$ cat config.mk
export PLATFORM = sky130hd
export DESIGN_NAME = sidTop
export DESIGN_NICKNAME = d
export VERILOG_FILES = /design/src/design/sidPkg.sv /design/src/design/sidRegs.sv /design/src/design/sidVoice.sv /design/src/design/sidEnvelope.sv /design/src/design/sidMixer.sv /design/src/design/sidTop.sv
export SDC_FILE = /design/constraint.sdc
export NUM_CORES = 2
export LEC_CHECK = 0
export ABC_AREA = 0
export BUFFER_PORTS_ARGS = -buffer_cell sky130_fd_sc_hd__buf_2
export CAP_MARGIN = 10
export CORE_MARGIN = 2
export CORE_UTILIZATION = 61
export CTS_BUF_LIST = sky130_fd_sc_hd__clkbuf_8
export DETAILED_ROUTE_END_ITERATION = 8
export PLACE_DENSITY = 0.87
export SYNTH_ARGS = -nofsm -noshare
export SYNTH_HDL_FRONTEND = slang
export SYNTH_SLANG_ARGS = --single-unit
$ cat constraint.sdc
create_clock -name clk -period 5.7 [get_ports clk]
set_input_delay 0.57 -clock clk [delete_from_list [all_inputs] [get_ports clk]]
set_output_delay 0.57 -clock clk [all_outputs]
set_load 0.01 [all_outputs]
$ cat src/design/sidPkg.sv
package sidPkg;

  localparam int numVoices   = 3;
  localparam int voiceStride = 7;   // register spacing between voices

  // widths
  localparam int accWidth  = 24;
  localparam int waveWidth = 12;
  localparam int envWidth  = 8;
  localparam int outWidth  = 16;

  typedef logic        [4:0]           regAddrT;
  typedef logic        [7:0]           regDataT;
  typedef logic        [15:0]          freqT;
  typedef logic        [11:0]          pwT;
  typedef logic        [waveWidth-1:0] waveT;
  typedef logic        [envWidth-1:0]  envT;
  typedef logic        [3:0]           rateT;
  typedef logic        [3:0]           volT;
  typedef logic signed [outWidth-1:0]  sampleT;

  // per-voice offsets from the voice base
  localparam int offFreqLo         = 0;
  localparam int offFreqHi         = 1;
  localparam int offPwLo           = 2;
  localparam int offPwHi           = 3;   // low nibble only
  localparam int offControl        = 4;   // gate, test, tri, saw, pulse
  localparam int offAttackDecay    = 5;
  localparam int offSustainRelease = 6;

  // global registers
  localparam regAddrT addrModeVol = 5'h18;
  localparam regAddrT addrOsc3    = 5'h1b;
  localparam regAddrT addrEnv3    = 5'h1c;

  // clkEn ticks per attack step, decay and release take 3x
  localparam logic [15:0] envRatePeriods [16] = '{
    16'd2,   16'd8,   16'd16,  16'd24,
    16'd38,  16'd56,  16'd68,  16'd80,
    16'd100, 16'd250, 16'd500, 16'd800,
    16'd1000, 16'd3000, 16'd5000, 16'd8000
  };

endpackage

$ cat src/design/sidRegs.sv
`timescale 1ns/1ps

module sidRegs (
  input  logic            clk,
  input  logic            arstN,
  input  logic            we,
  input  sidPkg::regAddrT addr,
  input  sidPkg::regDataT dataW,
  input  sidPkg::waveT    osc3Wave,
  input  sidPkg::envT     env3,
  output sidPkg::freqT    freq        [sidPkg::numVoices],
  output sidPkg::pwT      pulseWidth  [sidPkg::numVoices],
  output logic [2:0]      waveSel     [sidPkg::numVoices],
  output logic            testBit     [sidPkg::numVoices],
  output logic            gate        [sidPkg::numVoices],
  output sidPkg::rateT    attack      [sidPkg::numVoices],
  output sidPkg::rateT    decay       [sidPkg::numVoices],
  output sidPkg::rateT    sustain     [sidPkg::numVoices],
  output sidPkg::rateT    releaseRate [sidPkg::numVoices],
  output sidPkg::volT     volume,
  output logic            voice3Off,
  output sidPkg::regDataT dataR
);

  localparam int idxWidth = $clog2(sidPkg::numVoices);

  logic                isVoice;
  logic [idxWidth-1:0] voiceIdx;
  sidPkg::regAddrT     voiceOff;   // address relative to the voice base
  sidPkg::regDataT     lastWrite;

  // find which voice block the address falls in
  always_comb begin
    isVoice  = 1'b0;
    voiceIdx = '0;
    voiceOff = addr;
    for (int v = 0; v < sidPkg::numVoices; v++) begin
      if (int'(addr) >= v * sidPkg::voiceStride &&
          int'(addr) < (v + 1) * sidPkg::voiceStride) begin
        isVoice  = 1'b1;
        voiceIdx = idxWidth'(v);
        voiceOff = sidPkg::regAddrT'(int'(addr) - v * sidPkg::voiceStride);
      end
    end
  end

  always_ff @(posedge clk or negedge arstN) begin
    if (!arstN) begin
      for (int v = 0; v < sidPkg::numVoices; v++) begin
        freq[v]        <= '0;
        pulseWidth[v]  <= '0;
        waveSel[v]     <= '0;
        testBit[v]     <= 1'b0;
        gate[v]        <= 1'b0;
        attack[v]      <= '0;
        decay[v]       <= '0;
        sustain[v]     <= '0;
        releaseRate[v] <= '0;
      end
      volume    <= '0;
      voice3Off <= 1'b0;
      lastWrite <= '0;
    end else if (we) begin
      lastWrite <= dataW;   // any write, for readback
      if (isVoice) begin
        case (int'(voiceOff))
          sidPkg::offFreqLo: freq[voiceIdx][7:0]        <= dataW;
          sidPkg::offFreqHi: freq[voiceIdx][15:8]       <= dataW;
          sidPkg::offPwLo:   pulseWidth[voiceIdx][7:0]  <= dataW;
          sidPkg::offPwHi:   pulseWidth[voiceIdx][11:8] <= dataW[3:0];
          sidPkg::offControl: begin
            gate[voiceIdx]    <= dataW[0];
            testBit[voiceIdx] <= dataW[3];
            waveSel[voiceIdx] <= dataW[6:4];   // tri, saw, pulse
          end
          sidPkg::offAttackDecay: begin
            attack[voiceIdx] <= dataW[7:4];
            decay[voiceIdx]  <= dataW[3:0];
          end
          sidPkg::offSustainRelease: begin
            sustain[voiceIdx]     <= dataW[7:4];
            releaseRate[voiceIdx] <= dataW[3:0];
          end
          default: ;
        endcase
      end else if (addr == sidPkg::addrModeVol) begin
        volume    <= dataW[3:0];
        voice3Off <= dataW[7];
      end
    end
  end

  // write-only registers read back the last written byte
  always_comb begin
    case (addr)
      sidPkg::addrOsc3: dataR = osc3Wave[sidPkg::waveWidth-1 -: 8];   // osc3 msbs
      sidPkg::addrEnv3: dataR = env3;
      default:          dataR = lastWrite;
    endcase
  end

endmodule

$ cat src/design/sidVoice.sv
`timescale 1ns/1ps

module sidVoice (
  input  logic         clk,
  input  logic         arstN,
  input  logic         clkEn,
  input  sidPkg::freqT freq,
  input  sidPkg::pwT   pulseWidth,
  input  logic [2:0]   waveSel,      // bit 0 tri, bit 1 saw, bit 2 pulse
  input  logic         testBit,
  output sidPkg::waveT wave
);

  localparam int accTop = sidPkg::accWidth - 1;

  logic [sidPkg::accWidth-1:0] acc;
  sidPkg::waveT                triWave;
  sidPkg::waveT                sawWave;
  sidPkg::waveT                pulseWave;
  sidPkg::waveT                mixWave;

  // phase accumulator
  always_ff @(posedge clk or negedge arstN) begin
    if (!arstN) begin
      acc <= '0;
    end else if (testBit) begin
      acc <= '0;   // held while test is set
    end else if (clkEn) begin
      acc <= acc + sidPkg::accWidth'(freq);
    end
  end

  always_comb begin
    sawWave   = acc[accTop -: sidPkg::waveWidth];
    // fold the ramp back down in the upper half
    triWave   = acc[accTop-1 -: sidPkg::waveWidth] ^ {sidPkg::waveWidth{acc[accTop]}};
    pulseWave = (acc[accTop -: sidPkg::waveWidth] >= pulseWidth) ? '1 : '0;

    // combined waveforms are ANDed like the chip
    mixWave = '1;
    if (waveSel[0]) begin
      mixWave = mixWave & triWave;
    end
    if (waveSel[1]) begin
      mixWave = mixWave & sawWave;
    end
    if (waveSel[2]) begin
      mixWave = mixWave & pulseWave;
    end
    if (waveSel == 3'b000) begin
      mixWave = '0;   // silent
    end
  end

  always_ff @(posedge clk or negedge arstN) begin
    if (!arstN) begin
      wave <= '0;
    end else begin
      wave <= mixWave;
    end
  end

endmodule

$ cat src/design/sidEnvelope.sv
`timescale 1ns/1ps

module sidEnvelope (
  input  logic         clk,
  input  logic         arstN,
  input  logic         clkEn,
  input  logic         gate,
  input  sidPkg::rateT attack,
  input  sidPkg::rateT decay,
  input  sidPkg::rateT sustain,
  input  sidPkg::rateT releaseRate,
  output sidPkg::envT  env
);

  typedef enum logic [1:0] {
    stRelease,   // also idle once the level is 0
    stAttack,
    stDecay,
    stSustain
  } envStateT;

  envStateT    state;
  logic        gateDly;
  logic [15:0] prescale;
  logic [15:0] period;
  logic        stepNow;
  sidPkg::envT sustainLevel;

  assign sustainLevel = {sustain, sustain};

  // ticks per level step for the current phase
  always_comb begin
    case (state)
      stAttack: period = sidPkg::envRatePeriods[attack];
      stDecay:  period = 16'(3 * sidPkg::envRatePeriods[decay]);
      default:  period = 16'(3 * sidPkg::envRatePeriods[releaseRate]);
    endcase
  end

  assign stepNow = (prescale == period - 16'd1);

  always_ff @(posedge clk or negedge arstN) begin
    if (!arstN) begin
      state    <= stRelease;
      gateDly  <= 1'b0;
      prescale <= '0;
      env      <= '0;
    end else begin
      gateDly <= gate;
      if (gate && !gateDly) begin
        state    <= stAttack;   // restart from current level
        prescale <= '0;
      end else if (!gate && gateDly) begin
        state    <= stRelease;
        prescale <= '0;
      end else if (clkEn) begin
        case (state)
          stAttack: begin
            if (env == '1) begin
              state <= stDecay;   // regate at full level
            end else if (stepNow) begin
              prescale <= '0;
              env      <= env + 1'b1;
              if (env == 8'hfe) begin
                state <= stDecay;
              end
            end else begin
              prescale <= prescale + 1'b1;
            end
          end

          stDecay: begin
            if (env == sustainLevel || env == '0) begin
              state    <= stSustain;
              prescale <= '0;
            end else if (stepNow) begin
              prescale <= '0;
              env      <= env - 1'b1;
              if (env - 1'b1 == sustainLevel) begin
                state <= stSustain;
              end
            end else begin
              prescale <= prescale + 1'b1;
            end
          end

          stSustain: begin
            prescale <= '0;   // level holds while gated
          end

          default: begin
            if (env == '0) begin
              prescale <= '0;
            end else if (stepNow) begin
              prescale <= '0;
              env      <= env - 1'b1;
            end else begin
              prescale <= prescale + 1'b1;
            end
          end
        endcase
      end
    end
  end

endmodule

$ cat src/design/sidMixer.sv
`timescale 1ns/1ps

module sidMixer (
  input  logic           clk,
  input  logic           arstN,
  input  sidPkg::waveT   wave [sidPkg::numVoices],
  input  sidPkg::envT    env  [sidPkg::numVoices],
  input  logic           voice3Off,
  input  sidPkg::volT    volume,
  output sidPkg::sampleT audioOut
);

  // 12b signed times 9b positive
  localparam int prodWidth  = sidPkg::waveWidth + sidPkg::envWidth + 1;
  localparam int sumWidth   = prodWidth + 2;
  localparam int scaleWidth = sidPkg::outWidth + 5;

  localparam logic signed [sumWidth-1:0] posLimit = sumWidth'(32767);
  localparam logic signed [sumWidth-1:0] negLimit = sumWidth'(-32768);

  logic signed [sidPkg::waveWidth-1:0] voiceSigned [sidPkg::numVoices];
  logic signed [prodWidth-1:0]         prod        [sidPkg::numVoices];
  logic signed [sumWidth-1:0]          sum;
  logic signed [sumWidth-1:0]          sumShift;
  sidPkg::sampleT                      clipped;
  sidPkg::sampleT                      clippedReg;
  logic signed [scaleWidth-1:0]        scaled;
  logic signed [scaleWidth-1:0]        scaledShift;

  // offset binary to two's complement
  always_comb begin
    for (int v = 0; v < sidPkg::numVoices; v++) begin
      voiceSigned[v] = {~wave[v][sidPkg::waveWidth-1], wave[v][sidPkg::waveWidth-2:0]};
    end
  end

  // stage 1 multiplying DAC per voice
  always_ff @(posedge clk or negedge arstN) begin
    if (!arstN) begin
      for (int v = 0; v < sidPkg::numVoices; v++) begin
        prod[v] <= '0;
      end
    end else begin
      for (int v = 0; v < sidPkg::numVoices; v++) begin
        prod[v] <= voiceSigned[v] * $signed({1'b0, env[v]});
      end
    end
  end

  always_comb begin
    sum = prod[0] + prod[1];
    if (!voice3Off) begin
      sum = sum + prod[2];   // voice 3 unless disconnected
    end
    sumShift = sum >>> 4;
    if (sumShift > posLimit) begin
      clipped = 16'sh7fff;
    end else if (sumShift < negLimit) begin
      clipped = -16'sh8000;
    end else begin
      clipped = sidPkg::sampleT'(sumShift);
    end
  end

  // master volume as a 16x4 DAC
  assign scaled      = clippedReg * $signed({1'b0, volume});
  assign scaledShift = scaled >>> 4;

  // stage 2 clip, stage 3 volume
  always_ff @(posedge clk or negedge arstN) begin
    if (!arstN) begin
      clippedReg <= '0;
      audioOut   <= '0;
    end else begin
      clippedReg <= clipped;
      audioOut   <= sidPkg::sampleT'(scaledShift);
    end
  end

endmodule

$ cat src/design/sidTop.sv
`timescale 1ns/1ps

module sidTop (
  input  logic            clk,
  input  logic            arstN,
  input  logic            clkEn,        // oscillator and envelope pacing
  input  logic            we,
  input  sidPkg::regAddrT addr,
  input  sidPkg::regDataT dataW,
  output sidPkg::regDataT dataR,
  output sidPkg::sampleT  audioOut
);

  sidPkg::freqT freq        [sidPkg::numVoices];
  sidPkg::pwT   pulseWidth  [sidPkg::numVoices];
  logic [2:0]   waveSel     [sidPkg::numVoices];
  logic         testBit     [sidPkg::numVoices];
  logic         gate        [sidPkg::numVoices];
  sidPkg::rateT attack      [sidPkg::numVoices];
  sidPkg::rateT decay       [sidPkg::numVoices];
  sidPkg::rateT sustain     [sidPkg::numVoices];
  sidPkg::rateT releaseRate [sidPkg::numVoices];
  sidPkg::waveT wave        [sidPkg::numVoices];
  sidPkg::envT  env         [sidPkg::numVoices];
  sidPkg::volT  volume;
  logic         voice3Off;

  sidRegs iRegs (
    .clk         (clk),
    .arstN       (arstN),
    .we          (we),
    .addr        (addr),
    .dataW       (dataW),
    .osc3Wave    (wave[2]),    // voice 3 readback
    .env3        (env[2]),
    .freq        (freq),
    .pulseWidth  (pulseWidth),
    .waveSel     (waveSel),
    .testBit     (testBit),
    .gate        (gate),
    .attack      (attack),
    .decay       (decay),
    .sustain     (sustain),
    .releaseRate (releaseRate),
    .volume      (volume),
    .voice3Off   (voice3Off),
    .dataR       (dataR)
  );

  for (genvar v = 0; v < sidPkg::numVoices; v++) begin : genVoice
    sidVoice iVoice (
      .clk        (clk),
      .arstN      (arstN),
      .clkEn      (clkEn),
      .freq       (freq[v]),
      .pulseWidth (pulseWidth[v]),
      .waveSel    (waveSel[v]),
      .testBit    (testBit[v]),
      .wave       (wave[v])
    );

    sidEnvelope iEnv (
      .clk         (clk),
      .arstN       (arstN),
      .clkEn       (clkEn),
      .gate        (gate[v]),
      .attack      (attack[v]),
      .decay       (decay[v]),
      .sustain     (sustain[v]),
      .releaseRate (releaseRate[v]),
      .env         (env[v])
    );
  end

  sidMixer iMixer (
    .clk       (clk),
    .arstN     (arstN),
    .wave      (wave),
    .env       (env),
    .voice3Off (voice3Off),
    .volume    (volume),
    .audioOut  (audioOut)
  );

endmodule

==> results.cfg <==
[logic_synthesis]
synthesis.area_um2 = 44600
synth_common_cells = inv_1, dfrtp_1, ha_1, nand2_1, nor2_1
syn-num-nets = 5777
ys_ff_latch = 444
synth_cells = 5058
synthFlopType = dfrtp_1
ys_warn_count = 0
yosys.area.top_type = dfrtp_1
synth.most_common_cell = inv_1
synth_cell_types = 99
synth_edf_count = 0
async_flop_share_pct = 100
syn_avg_cell_area_um2 = 8.82
yosysTopAreaCellShare_pct = 24.9
yosys-top-cells-area = dfrtp_1, fa_1, ha_1
ys_seq_area_share_pct = 24.9

[floorplanning]
die_y_um = 274
start_util_pct = 61.3
die_area_um2 = 75300
die_w_um = 274
rows = 99
coreArea_um2 = 72700
pin_count = 41

[sta]
fmax_mhz = 182
fin_setup_tns_ps = 0
hold_ws_ps = 353
fin_ws_ps = 216
max_slew_margin_pct = 19.4
final.period_utilization_pct = 96.2
finClkSkew_ps = 43.5
worstMarginPinSlew_ps = 1200
fin_crit_ps = 5480
setup_viol = 0
hold_viol = 0
drv_slew = 0

[power_and_ir_drop]
vdd_drop_max_uv = 430
p_seq_share_pct = 18.1
clock_power_share_pct = 11.2
p_comb_share_pct = 70.7
power.density_nw_per_um2 = 612
leakage_nw = 23.4
swShare_pct = 49.1
p_switching_mw = 14.3
p_int_mw = 14.9
fin_total_pwr_mw = 29.2

[worst_setup_path]
slowest_delay_ps = 490
criticalPathCategory = reg -> reg
path_delay_family = adder cells
path_max_fanout = 15
critPathLaunchType = flop
cp_common_cell = inv_1
required_ps = 6260
slowest_stage = dfrtp_2
path_buf_inv = 5
end_kind = flop
arrival_ps = 6040

[routing]
wire_per_inst_um = 17.2
drt_iter0_markers = 2875
viasPerCell = 6.00
ant_nets = 0
vias = 36406
totalWireLength_um = 105000
dr.pass1.iters = 9
drc = 1

[place]
dp_hpwl_um = 77100
dpl_worst_slack_ps = 123
dpl.cell_count = 5921
gp_congestion = 0.920
portBuffers = 40
dpl-instance-area_um2 = 45800

[finish]
drive_gt1_share_pct = 8.50
nNetsFinal = 5765
synthToLayoutAreaGrowth_pct = 6.89
fin_cells = 6070
design_area_um2 = 47700
utilization_pct = 65.6

[outcome]
status = complete, but fails checks
violations = DRC

[global_route]
grt_max_degree = 159
grt_pass1_vias = 36330
overflow = 0
antenna_found_initial = 6
grt_pass1_wl_um = 176000
grt.total_usage_pct = 28.2

[worst_hold_path]
worstHoldPathType = in -> reg

[clocking]
cts_made_buffers = 79
cts.sinks = 444
htreeDepth = 3
cts_tree = built
clk_latency_ps = 710
path_clk_slew_ps = 60
clk_path_buf_depth = 3
cts-root-buf = clkbuf_8

[job]
maxCapViolCount = 0
tightest hold or removal path, delay by kind of cell:
| kind | cells | cell delay, ps |
|---|---|---|
| buffers and inverters | 1 | 240 |
| AO/OA/AOI/OAI | 1 | 60 |
| AND/OR/NAND/NOR | 1 | 120 |
final cells by class:
class / count / area (um^2)
clock buffers: 100 / 1380
fillers: 5495 / 25000
multi-input cells: 3774 / 30400
repair buffers: 107 / 751
clock inverters: 43 / 372
inverters: 640 / 2400
diodes: 3 / 7.51
flip-flops and latches: 444 / 11100
well taps: 959 / 1200
cell families after synthesis:
family | Yosys count | share of synthesized area [%]
and+or+nand+nor | 1575 | 18.0
DFF | 444 | 24.9
AOI/OAI and AO/OA | 1015 | 15.1
buffers and inverters | 840 | 7.12
xor gates and xnor gates | 301 | 6.00
adders and majority gates | 703 | 24.3
muxes | 180 | 4.55
layer usage:
layer / track usage, % / vias to the layer above / part of all wire, %
met5: 0 / - / 0.021
met3: 5.21 / 275 / 6.5
met1: 36.3 / 17624 / 42
met2: 47.9 / 1274 / 48
li1: - / 17229 / -
met4: 9.87 / 4 / 3.1
registers in the layout (all words and copies together), names as in the netlist:
register and flops:
genVoice.iEnv.env 24, genVoice.iEnv.gateDly 3, genVoice.iEnv.prescale 48, genVoice.iEnv.state 6
genVoice.iVoice.acc 72, genVoice.iVoice.wave 36, iMixer.audioOut 16, iMixer.clippedReg 16
iMixer.prod 63, iRegs.attack 12, iRegs.decay 12, iRegs.freq 48
iRegs.gate 3, iRegs.lastWrite 8, iRegs.pulseWidth 36, iRegs.releaseRate 12
iRegs.sustain 12, iRegs.testBit 3, iRegs.voice3Off 1, iRegs.volume 4
iRegs.waveSel 9
final timing paths:
check / slack, ps / start / cells after the start / to
setup / recovery: 220 / genVoice[0].iEnv.env[2] / 25 / iMixer.prod[62]
hold / removal: 350 / clkEn / 3 / genVoice[2].iVoice.acc[14]
setup reg to reg: 220 / genVoice[0].iEnv.env[2] / 25 / iMixer.prod[62]
hold reg to reg: 420 / iRegs.gate[2] / 0 / genVoice[0].iEnv.gateDly
max in group asynchronous: 3970 / arstN / 3 / genVoice[2].iEnv.env[1]
min in group asynchronous: 430 / arstN / 2 / iRegs.decay[4]
power by group through the flow:
stage | logic (mW) | registers [mW] | clock network, mW
after detailed placement | 20.0 | 5.29 | 0
after global placement | 19.2 | 5.24 | 0
after CTS | 20.3 | 5.24 | 3.32
final | 20.7 | 5.27 | 3.27
after global routing | 23.3 | 5.40 | 3.45
after floorplan | 16.1 | 4.84 | 0
cells in the final DEF (no fill, tap or decap), types with 19 or more instances in the layout:
cell / instances
a211oi_1: 45
a21o_1: 74
a21oi_1: 202
a221oi_1: 40
a22o_1: 21
a31oi_1: 32
and2_1: 259
and3_1: 72
buf_2: 40
buf_4: 62
clkbuf_8: 100
dfrtp_1: 434
fa_1: 275
ha_1: 427
inv_1: 656
mux2_2: 111
mux2i_1: 61
nand2_1: 374
nand2b_1: 46
nand3_1: 115
nand3b_1: 26
nand4_1: 26
nor2_1: 336
nor2b_1: 57
nor3_1: 115
nor3b_1: 20
o211ai_1: 32
o21a_1: 45
o21ai_0: 217
o21ai_1: 41
o22ai_1: 32
o31ai_1: 19
or2_2: 21
or3_1: 29
xnor2_1: 217
xor2_1: 81
what timing repair did:
item / CTS / global route
endpoints found under the hold margin: 60 / 0
resized for setup: 0 / 36
setup buffers: 0 / 1
endpoints found under the setup margin: 0 / 60
hold buffers: 1 / 0
No activity file was read; power rests on OpenSTA's default activity.
